<file path="config.mk">
export PLATFORM = sky130hd
export DESIGN_NAME = ex_mem
export DESIGN_NICKNAME = d
export VERILOG_FILES = /design/src/verilog/mips_pkg.sv /design/src/verilog/ex_mem.sv
export SDC_FILE = /design/constraint.sdc
export NUM_CORES = 1
export LEC_CHECK = 0
export BUFFER_PORTS_ARGS = -buffer_cell sky130_fd_sc_hd__clkbuf_2
export CAP_MARGIN = 15
export CORE_MARGIN = 5
export CORE_UTILIZATION = 35
export CTS_CLUSTER_DIAMETER = 40
export CTS_CLUSTER_SIZE = 8
export DETAILED_ROUTE_END_ITERATION = 12
export SETUP_SLACK_MARGIN = 0.02
export SYNTH_ARGS = -nofsm -noshare
export SYNTH_HDL_FRONTEND = slang
export SYNTH_SLANG_ARGS = --single-unit
</file>
<file path="constraint.sdc">
create_clock -name clk -period 0.9 [get_ports clk]
set_input_delay 0.135 -clock clk [delete_from_list [all_inputs] [get_ports clk]]
set_output_delay 0.135 -clock clk [all_outputs]
set_load 0.05 [all_outputs]
</file>
<file path="src/verilog/mips_pkg.sv">
package mips_pkg;

  localparam int DATA_WIDTH     = 32;               // Data word width
  localparam int REG_ADDR_WIDTH = 5;                // Register index width
  localparam int OPCODE_WIDTH   = 6;                // MIPS primary opcode field
  localparam int SEL_WIDTH      = DATA_WIDTH / 8;   // One select per byte lane
  localparam int WB_ADR_WIDTH   = DATA_WIDTH - 2;   // Full word address on the bus

  // Primary opcodes at their MIPS encodings
  typedef enum logic [OPCODE_WIDTH-1:0] {
    OP_RTYPE = 6'h00,
    OP_ADDI  = 6'h08,
    OP_ORI   = 6'h0d,
    OP_LB    = 6'h20,
    OP_LH    = 6'h21,
    OP_LW    = 6'h23,
    OP_LBU   = 6'h24,
    OP_LHU   = 6'h25,
    OP_SB    = 6'h28,
    OP_SH    = 6'h29,
    OP_SW    = 6'h2b
  } opcode_e;

  typedef enum logic [1:0] {
    ST_IDLE = 2'd0,                                 // No bus cycle
    ST_BUS  = 2'd1,                                 // cyc/stb up, waiting for ack
    ST_DONE = 2'd2                                  // Result ready, pipe advances
  } mem_state_e;

  typedef struct packed {
    logic                      valid;               // Slot holds an instruction
    logic [DATA_WIDTH-1:0]     alu_result;          // Also the byte address for ld/st
    logic [DATA_WIDTH-1:0]     store_data;          // rt value
    logic [REG_ADDR_WIDTH-1:0] write_register;      // Destination register
    logic                      reg_write;
    logic                      mem_read;
    logic                      mem_write;
    logic                      mem_to_reg;          // WB takes load data
    opcode_e                   opcode;
  } ex_mem_t;

  typedef struct packed {
    logic                    cyc;
    logic                    stb;
    logic                    we;
    logic [WB_ADR_WIDTH-1:0] adr;                   // Word address
    logic [DATA_WIDTH-1:0]   dat;                   // Lane-steered write data
    logic [SEL_WIDTH-1:0]    sel;                   // Byte enables
  } wb_req_t;

  typedef struct packed {
    logic                  ack;                     // Single-cycle acknowledge
    logic [DATA_WIDTH-1:0] dat;                     // Read word, valid with ack
  } wb_rsp_t;

  typedef struct packed {
    logic                      valid;
    logic                      reg_write;
    logic [REG_ADDR_WIDTH-1:0] write_register;
    logic [DATA_WIDTH-1:0]     data;                // Value for the register file
  } wb_result_t;

endpackage
</file>
<file path="src/verilog/ex_mem.sv">
module ex_mem (
  input  logic              clk,
  input  logic              arst_n,
  input  logic              flush,                  // Kill the instruction entering MEM
  input  logic              stall,                  // Memory access still pending
  input  mips_pkg::ex_mem_t ex_in,                  // From execute stage
  output mips_pkg::ex_mem_t ex_q                    // To memory stage
);

  localparam mips_pkg::ex_mem_t BUBBLE = '{         // Empty slot, no side effects
    valid:          1'b0,
    alu_result:     '0,
    store_data:     '0,
    write_register: '0,
    reg_write:      1'b0,
    mem_read:       1'b0,
    mem_write:      1'b0,
    mem_to_reg:     1'b0,
    opcode:         mips_pkg::OP_RTYPE
  };

  always_ff @(posedge clk or negedge arst_n) begin
    if (!arst_n) begin
      ex_q <= BUBBLE;
    end else if (!stall) begin                      // Hold while the bus is busy
      if (flush) begin
        ex_q <= BUBBLE;                             // Drop it before any bus cycle
      end else begin
        ex_q <= ex_in;
      end
    end
  end

endmodule

</file>
==> results.json, run 1 <==
{
  "status": "complete, but fails checks",
  "violations": "setup timing",
  "syn-mean-instance-area_um2": 9.79,
  "criticalPathCategory": "reg2out",
  "detail-route-antenna-nets": 0,
  "top_register": "ex_q",
  "vias": 2981,
  "peakVddDrop_mv": 0.923,
  "grt_pass1_wl_um": 14900,
  "ys_seq_area_frac": 0.594,
  "n_antenna_cell": 0,
  "crit_path_start_kind": "flop",
  "grt_max_degree": 46,
  "cpPeakStageDelay_ns": 0.42,
  "final_cell_mix": "clkbuf_2 (81), buf_8 (80), nand2b_1 (79), dfrtp_1 (79), nand2_1 (78)",
  "r2r_start": "ex_q[9]",
  "synthCells": 344,
  "crit_chain": "buf_8",
  "rsz0062_at_grt": "true",
  "synth-seq-cells": 80,
  "finalCriticalPeriod_ns": 1.07,
  "cts_max_path_buffers": 2,
  "die_x_um": 108,
  "cts_htree_levels": 3,
  "layout_setup_ws_ns": -0.166,
  "nNetsFinal": 619,
  "drv_slew": 0,
  "worstPathMaxFanout": 2,
  "fmaxAchievable_ghz": 0.938,
  "antenna_found_initial": 0,
  "wl_per_cell_um": 14.5,
  "dieArea_um2": 11700,
  "dpl.hpwl_um": 6460,
  "critPathTopFamily": "flip-flops",
  "slew_headroom": 0.812,
  "skew_ns": 0,
  "yosysWarnings": 0,
  "die_h_um": 108,
  "min_from": "ex_in[0]",
  "endpoint_kind": "primary output",
  "core_um2": 9330,
  "drc": 0,
  "grt_pass1_vias": 2997,
  "cpMaxStageDelayCell": "dfrtp_1",
  "gp_routability_congestion": 0.755,
  "cts_buffers": 9,
  "fin_hold_ws_ns": 0.0157,
  "cap_violations": 0,
  "p_leak_nw": 2.73,
  "syn_nets": 428,
  "whs_path_depth": 3,
  "io_buffers": 163,
  "crit_required_ns": 0.76,
  "hp-class": "in2reg",
  "drtPass1Iterations": 4,
  "crit_cells": 1,
  "syn_area_um2": 3370,
  "initial_utilization": 0.361,
  "grt_overflow": 0,
  "fin_setup_tns_ns": -11.28,
  "numClockSinks": 80,
  "largest_reg_flops": 80,
  "vias_per_cell": 4.46,
  "track_usage": 0.162,
  "reg_top3": "ex_q x80",
  "area_growth_pct": 67.6,
  "clk_pin_slew_worst_paths_ns": 0.09,
  "arrival_ns": 0.93,
  "fin_crit_sh": 1.18,
  "finalPower_mw": 10.0,
  "layout_commonest_cell": "clkbuf_2",
  "synth.distinct_cells": 11,
  "worstMarginPinSlew_ns": 0.282,
  "crit_buf_inv": 1,
  "pin_count": 164,
  "drive_above_1_share": 0.399,
  "drt_iter0_markers": 123,
  "worstSkewPairLatency_ns": 0.34,
  "clockRootBuffer": "clkbuf_8",
  "totalWireLength_um": 9670,
  "p_per_area_nw_per_um2": 1780,
  "reg2reg_depth": 4,
  "setup_violations": 80,
  "core.rowCount": 35,
  "hold_viol": 0,
  "crit_path_start": "ex_q[53]",
  "cts_tree": "done"
}
[layout make-up]
class / instances / area, um2
clock buffers: 11 / 131
clock inverters: 4 / 95.1
fillers: 774 / 3680
multi-input cells: 239 / 1200
flip-flops and latches: 80 / 2000
well taps: 129 / 161
repair buffers: 205 / 2050
[routing by layer]
layer / wire (um) / GRT usage
met5: 0 / 0
met4: 162 / 0.0550
met3: 1020 / 0.0645
met2: 4380 / 0.249
met1: 4110 / 0.208
[cells in the mapped netlist]
library cell	number	share of area
dfrtp_1	80	0.59
nand2_1	79	0.088
nand2b_1	79	0.15
o21ai_0	77	0.11
clkbuf_1	11	0.012
buf_6	9	0.030
buf_2	3	0.0045
clkbuf_2	2	0.0030
o21ai_1	2	0.0030
a22o_1	1	0.0026
nor2_1	1	0.0011
[kinds of logic (layout without fill, tap and decap cells)]
logic type      count (synthesis)  after routing  synth area share
buf+inv                        25            220            0.0498
flops                          80             80             0.594
simple gates                  159            159             0.236
compound gates                 80             80             0.120
[through the flow]
stage | utilization | setup WS (ns) | instance area (um2) | instances
after floorplan | - | 0.0325 | 3370 | 344
after global placement | 0.470 | 0.0307 | 4380 | 624
after detailed placement | 0.470 | -0.00393 | 4380 | 624
after CTS | 0.583 | -0.202 | 5430 | 654
after global routing | 0.605 | -0.220 | 5650 | 668
final | 0.605 | -0.166 | 5650 | 668
[where the power goes]
group	internal (mW)	switching [mW]	total, mW
Sequential	3.87	0.269	4.14
Clock	1.83	1.25	3.08
Combinational	1.24	1.58	2.82
[worst paths after layout]
check | endpoint | slack (ns)
min | ex_q[0] | 0.02
max | ex_q[53] | -0.17
max in group asynchronous | ex_q[48] | 0.22
max reg2reg | ex_q[9] | 0
min in group asynchronous | ex_q[58] | 0.24
min reg2reg | ex_q[15] | 0.53
[repair_timing]
action                                 CTS  global route
gates resized for setup                160            84
setup endpoints to repair               80            80
buffers inserted                        10            14
hold buffers                             5             0
endpoints found under the hold margin   84             0
pin swaps                                0             0
Power figures use the tool's default switching activity.
==> run 2: changes to the inputs <==
CORE_ASPECT_RATIO = 2   (was default)
SKIP_CTS_REPAIR_TIMING = 1   (was default)
==> run 2 against run 1 <==
Against the previous run:
- the flow still finishes with violations (setup timing)
- flip-flop and latch count unchanged
- core utilization decreased by 3.7 points
- via count is 0.44% lower
- sequential power is 1% lower
- fmax increased by 2.2%
- sequential share of layout area rose by 2.1 points
- first-iteration DRC count grew 30%
==> results.json, run 2 (synthesis results as in run 1) <==
{
  "cpPeakStageDelay_ns": 0.41,
  "r2r_end": "ex_q[54]",
  "numClockSinks": 80,
  "wl_per_cell_um": 15.2,
  "fin_crit_sh": 1.16,
  "die_x_um": 79.4,
  "vias_per_cell": 4.62,
  "layout_commonest_cell": "clkbuf_2",
  "crit_path_start_kind": "flop",
  "setup_violations": 80,
  "skew_ns": 0,
  "initial_utilization": 0.359,
  "nNetsFinal": 618,
  "cts_tree": "done",
  "drv_slew": 0,
  "placed_cell_area_um2": 4340,
  "cts_buffers": 9,
  "endpoint": "ex_q[49]",
  "worstSkewPairLatency_ns": 0.32,
  "antenna_found_initial": 0,
  "arrival_ns": 0.91,
  "reg2reg_depth": 3,
  "critPathTopFamily": "flip-flops",
  "gp_routability_congestion": 0.757,
  "cts_htree_levels": 3,
  "cap_violations": 0,
  "rrSetupSlack_ns": 0.10,
  "status": "complete, but fails checks",
  "worstPathMaxFanout": 2,
  "drive_above_1_share": 0.403,
  "clk_pin_slew_worst_paths_ns": 0.06,
  "r2r_start": "ex_q[54]",
  "place_ws_ns": -0.0129,
  "vias": 2968,
  "p_leak_nw": 2.65,
  "crit_required_ns": 0.76,
  "drt_iter0_markers": 160,
  "whs_path_depth": 2,
  "final_core_util": 0.568,
  "crit_path_start": "ex_q[49]",
  "final_cell_mix": "clkbuf_2 (81), buf_6 (80), nand2b_1 (79), nand2_1 (79), dfrtp_1 (79)",
  "finalCriticalPeriod_ns": 1.04,
  "rsz0062_at_grt": "true",
  "io_buffers": 163,
  "largest_reg_flops": 80,
  "grt_max_degree": 49,
  "reg_top3": "ex_q x80",
  "cpMaxStageDelayCell": "dfrtp_1",
  "p_per_area_nw_per_um2": 1870,
  "grt_pass1_wl_um": 14400,
  "endpoint_kind": "primary output",
  "dpl.hpwl_um": 7040,
  "layout_setup_ws_ns": -0.142,
  "violations": "setup timing",
  "die_h_um": 149,
  "detail-route-antenna-nets": 0,
  "totalWireLength_um": 9760,
  "pin_count": 164,
  "peakVddDrop_mv": 0.878,
  "criticalPathCategory": "reg2out",
  "drtPass1Iterations": 4,
  "dieArea_um2": 11800,
  "crit_chain": "buf_6",
  "slew_headroom": 0.831,
  "worstMarginPinSlew_ns": 0.254,
  "top_register": "ex_q",
  "final_area_um2": 5330,
  "crit_cells": 1,
  "grt_pass1_vias": 2834,
  "fin_setup_tns_ns": -8.86,
  "core.rowCount": 50,
  "hold_viol": 0,
  "hp-class": "in2reg",
  "track_usage": 0.159,
  "cts_max_path_buffers": 2,
  "crit_buf_inv": 1,
  "clockRootBuffer": "clkbuf_16",
  "area_growth_pct": 58.3,
  "core_um2": 9380,
  "grt_overflow": 0,
  "fmaxAchievable_ghz": 0.959,
  "n_antenna_cell": 0,
  "drc": 0
}
-- run 2: changes by cell type in the layout (fill, tap and decap cells not counted), moves of 2 or more --
cell           delta
buf_8            -80
clkbuf_16         +9
o21ai_0           +2
buf_4             +4
o21ai_1           -2
bufinv_16         -3
dlygate4sd3_1     -4
clkbuf_8          -8
buf_6            +79
-- run 2: how the worst min path moves through the flow --
stage                         start  endpoint
after global placement       arst_n  ex_q[66]
after floorplan              arst_n   ex_q[0]
after detailed placement     arst_n  ex_q[66]
after CTS                    arst_n  ex_q[66]
final                     ex_in[77]  ex_q[77]
after global routing      ex_in[77]  ex_q[77]
-- run 2: stage by stage --
stage                     total power, mW  hold slack, ns  cells
after global placement               6.21          0.0241    597
after global routing                 10.5          0.0334    643
after detailed placement             6.24          0.0269    597
after floorplan                      5.49          -0.161    344
after CTS                            9.57          -0.334    613
final                                9.97          0.0345    643
-- run 2: per-layer routing --
layer  vias up  track usage  routed length (um)
li1       1477            -                   -
met1      1371        0.171                3480
met2       101        0.278                5440
met3        19       0.0369                 564
met4         0       0.0912                 276
met5         -            0                   0
-- run 2: area by class of cell --
class	count	area, um2
Tap cell	104	130
Timing Repair Buffer	204	1730
Clock inverter	3	17.5
Fill cell	816	4050
Sequential cell	80	2000
Clock buffer	13	250
Multi-Input combinational cell	239	1200
-- run 2: power breakdown --
part           internal [mW]  switching [mW]
clock                   1.94            1.33
sequential              3.88           0.214
combinational           1.03            1.58
total                   6.85            3.12
==> run 3: changes to the inputs <==
PLACE_DENSITY = 0.61   (was default)
==> run 3 against run 2 <==
Against the previous run:
- the run still ends with setup timing left
- via count decreased by 0.91%
- critical path depth stayed put
- die area unchanged
- clock-buffer cell count shrank 1
- design area down 1.3%
- first-iteration DRC count is 48% lower
- clock power about the same
- wire length decreased by 2.1%
- power down 0.38%
- non-clock buffer count shrank 5
- largest cell class unchanged
- highest routed layer unchanged
==> results.json, run 3 (synthesis results as in run 1) <==
{
  "arrival_ns": 0.91,
  "cts_htree_levels": 3,
  "totalWireLength_um": 9560,
  "top_register": "ex_q",
  "hold-path-endpoint": "ex_q[3]",
  "grt_max_degree": 73,
  "gp_routability_congestion": 0.851,
  "vias": 2941,
  "p_leak_nw": 2.61,
  "finalCriticalPeriod_ns": 1.04,
  "core.rowCount": 50,
  "reg_top3": "ex_q x80",
  "status": "complete, but fails checks",
  "setup_violations": 80,
  "skew_ns": 0,
  "p_sw_mw": 3.08,
  "p_int_mw": 6.85,
  "worstSkewPairLatency_ns": 0.32,
  "crit_chain": "buf_6",
  "drc": 0,
  "slew_headroom": 0.758,
  "track_usage": 0.154,
  "area_growth_pct": 56.2,
  "r2r_start": "ex_q[79]",
  "final_cell_mix": "clkbuf_2 (81), buf_6 (80), nand2b_1 (79), nand2_1 (79), dfrtp_1 (79)",
  "worstPathMaxFanout": 2,
  "r2r_end": "ex_q[79]",
  "p_comb_frac": 0.259,
  "crit_buf_inv": 1,
  "hp-class": "in2reg",
  "rrSetupSlack_ns": 0.09,
  "wl_per_cell_um": 15.0,
  "numClockSinks": 80,
  "core_um2": 9380,
  "grt_pass1_vias": 2763,
  "antenna_found_initial": 0,
  "grt_pass1_wl_um": 14000,
  "fin_setup_tns_ns": -8.97,
  "clockPowerShare": 0.329,
  "clk_pin_slew_worst_paths_ns": 0.05,
  "n_antenna_cell": 0,
  "detail-route-antenna-nets": 0,
  "finalPower_mw": 9.93,
  "drt_iter0_markers": 84,
  "layout_commonest_cell": "clkbuf_2",
  "dpl.hpwl_um": 6800,
  "p_sw_frac": 0.310,
  "largest_reg_flops": 80,
  "fin_hold_ws_ns": 0.0336,
  "drtPass1Iterations": 4,
  "die_x_um": 79.4,
  "cpMaxStageDelayCell": "dfrtp_1",
  "crit_required_ns": 0.76,
  "p_per_area_nw_per_um2": 1890,
  "drive_above_1_share": 0.397,
  "crit_path_start_kind": "flop",
  "final_core_util": 0.561,
  "vias_per_cell": 4.63,
  "min_from": "ex_in[3]",
  "io_buffers": 163,
  "cts_tree": "done",
  "dieArea_um2": 11800,
  "place_ws_ns": -0.0190,
  "rsz0062_at_grt": "true",
  "violations": "setup timing",
  "worstMarginPinSlew_ns": 0.364,
  "die_h_um": 149,
  "peakVddDrop_mv": 1.34,
  "grt_overflow": 0,
  "cap_violations": 0,
  "layout_setup_ws_ns": -0.142,
  "cts_buffers": 9,
  "criticalPathCategory": "reg2out",
  "critPathTopFamily": "flip-flops",
  "fmaxAchievable_ghz": 0.960,
  "cts_max_path_buffers": 2,
  "hold_viol": 0,
  "reg2reg_depth": 3,
  "nNetsFinal": 613,
  "clockRootBuffer": "clkbuf_16",
  "cpPeakStageDelay_ns": 0.41,
  "drv_slew": 0,
  "whs_path_depth": 3,
  "initial_utilization": 0.359,
  "fin_crit_sh": 1.16,
  "fillers": 839,
  "pin_count": 164,
  "endpoint_kind": "primary output",
  "p_seq_frac": 0.412
}
[run 3: layer usage]
metal	global-route usage	wire [um]
met4	0.0749	279
met2	0.267	5140
met3	0.0405	547
met5	0	0
met1	0.173	3590
[run 3: worst max-delay path by stage]
stage | from | end | slack [ns] | cells past startpoint
final | ex_q[57] | ex_q[57] | -0.14 | 1
after global routing | ex_q[52] | ex_q[52] | -0.17 | 1
after CTS | ex_q[79] | ex_q[79] | -0.26 | 1
after detailed placement | stall | ex_q[44] | -0.02 | 3
after global placement | stall | ex_q[43] | 0.006 | 3
after floorplan | ex_q[77] | ex_q[77] | 0.03 | 1
[run 3: final cells by class]
type / instances / area [um2] / share of cell area
Sequential cell: 80 / 2000 / 0.381
Timing Repair Buffer: 199 / 1670 / 0.317
Multi-Input combinational cell: 239 / 1200 / 0.228
Clock buffer: 12 / 256 / 0.0487
Tap cell: 104 / 130 / 0.0247
Clock inverter: 1 / 5.00 / 0.000951
[run 3: power groups by stage]
stage	sequential, mW	clock (mW)	combinational (mW)
floorplan	5.07	0	0.423
global placement	4.10	0	2.09
detailed placement	4.10	0	2.11
CTS	4.04	3.38	2.11
global route	4.13	3.52	2.73
finish	4.10	3.26	2.57
[run 3: stage by stage]
step,instance area [um2],instances
final,5260,635
after global placement,4300,595
after global routing,5260,635
after floorplan,3370,344
after detailed placement,4300,595
after CTS,4560,608
[run 3: worst min-delay path: stages]
cell	delay [ns]
clkbuf_2	0.08
nand2b_1	0.06
o21ai_1	0.05
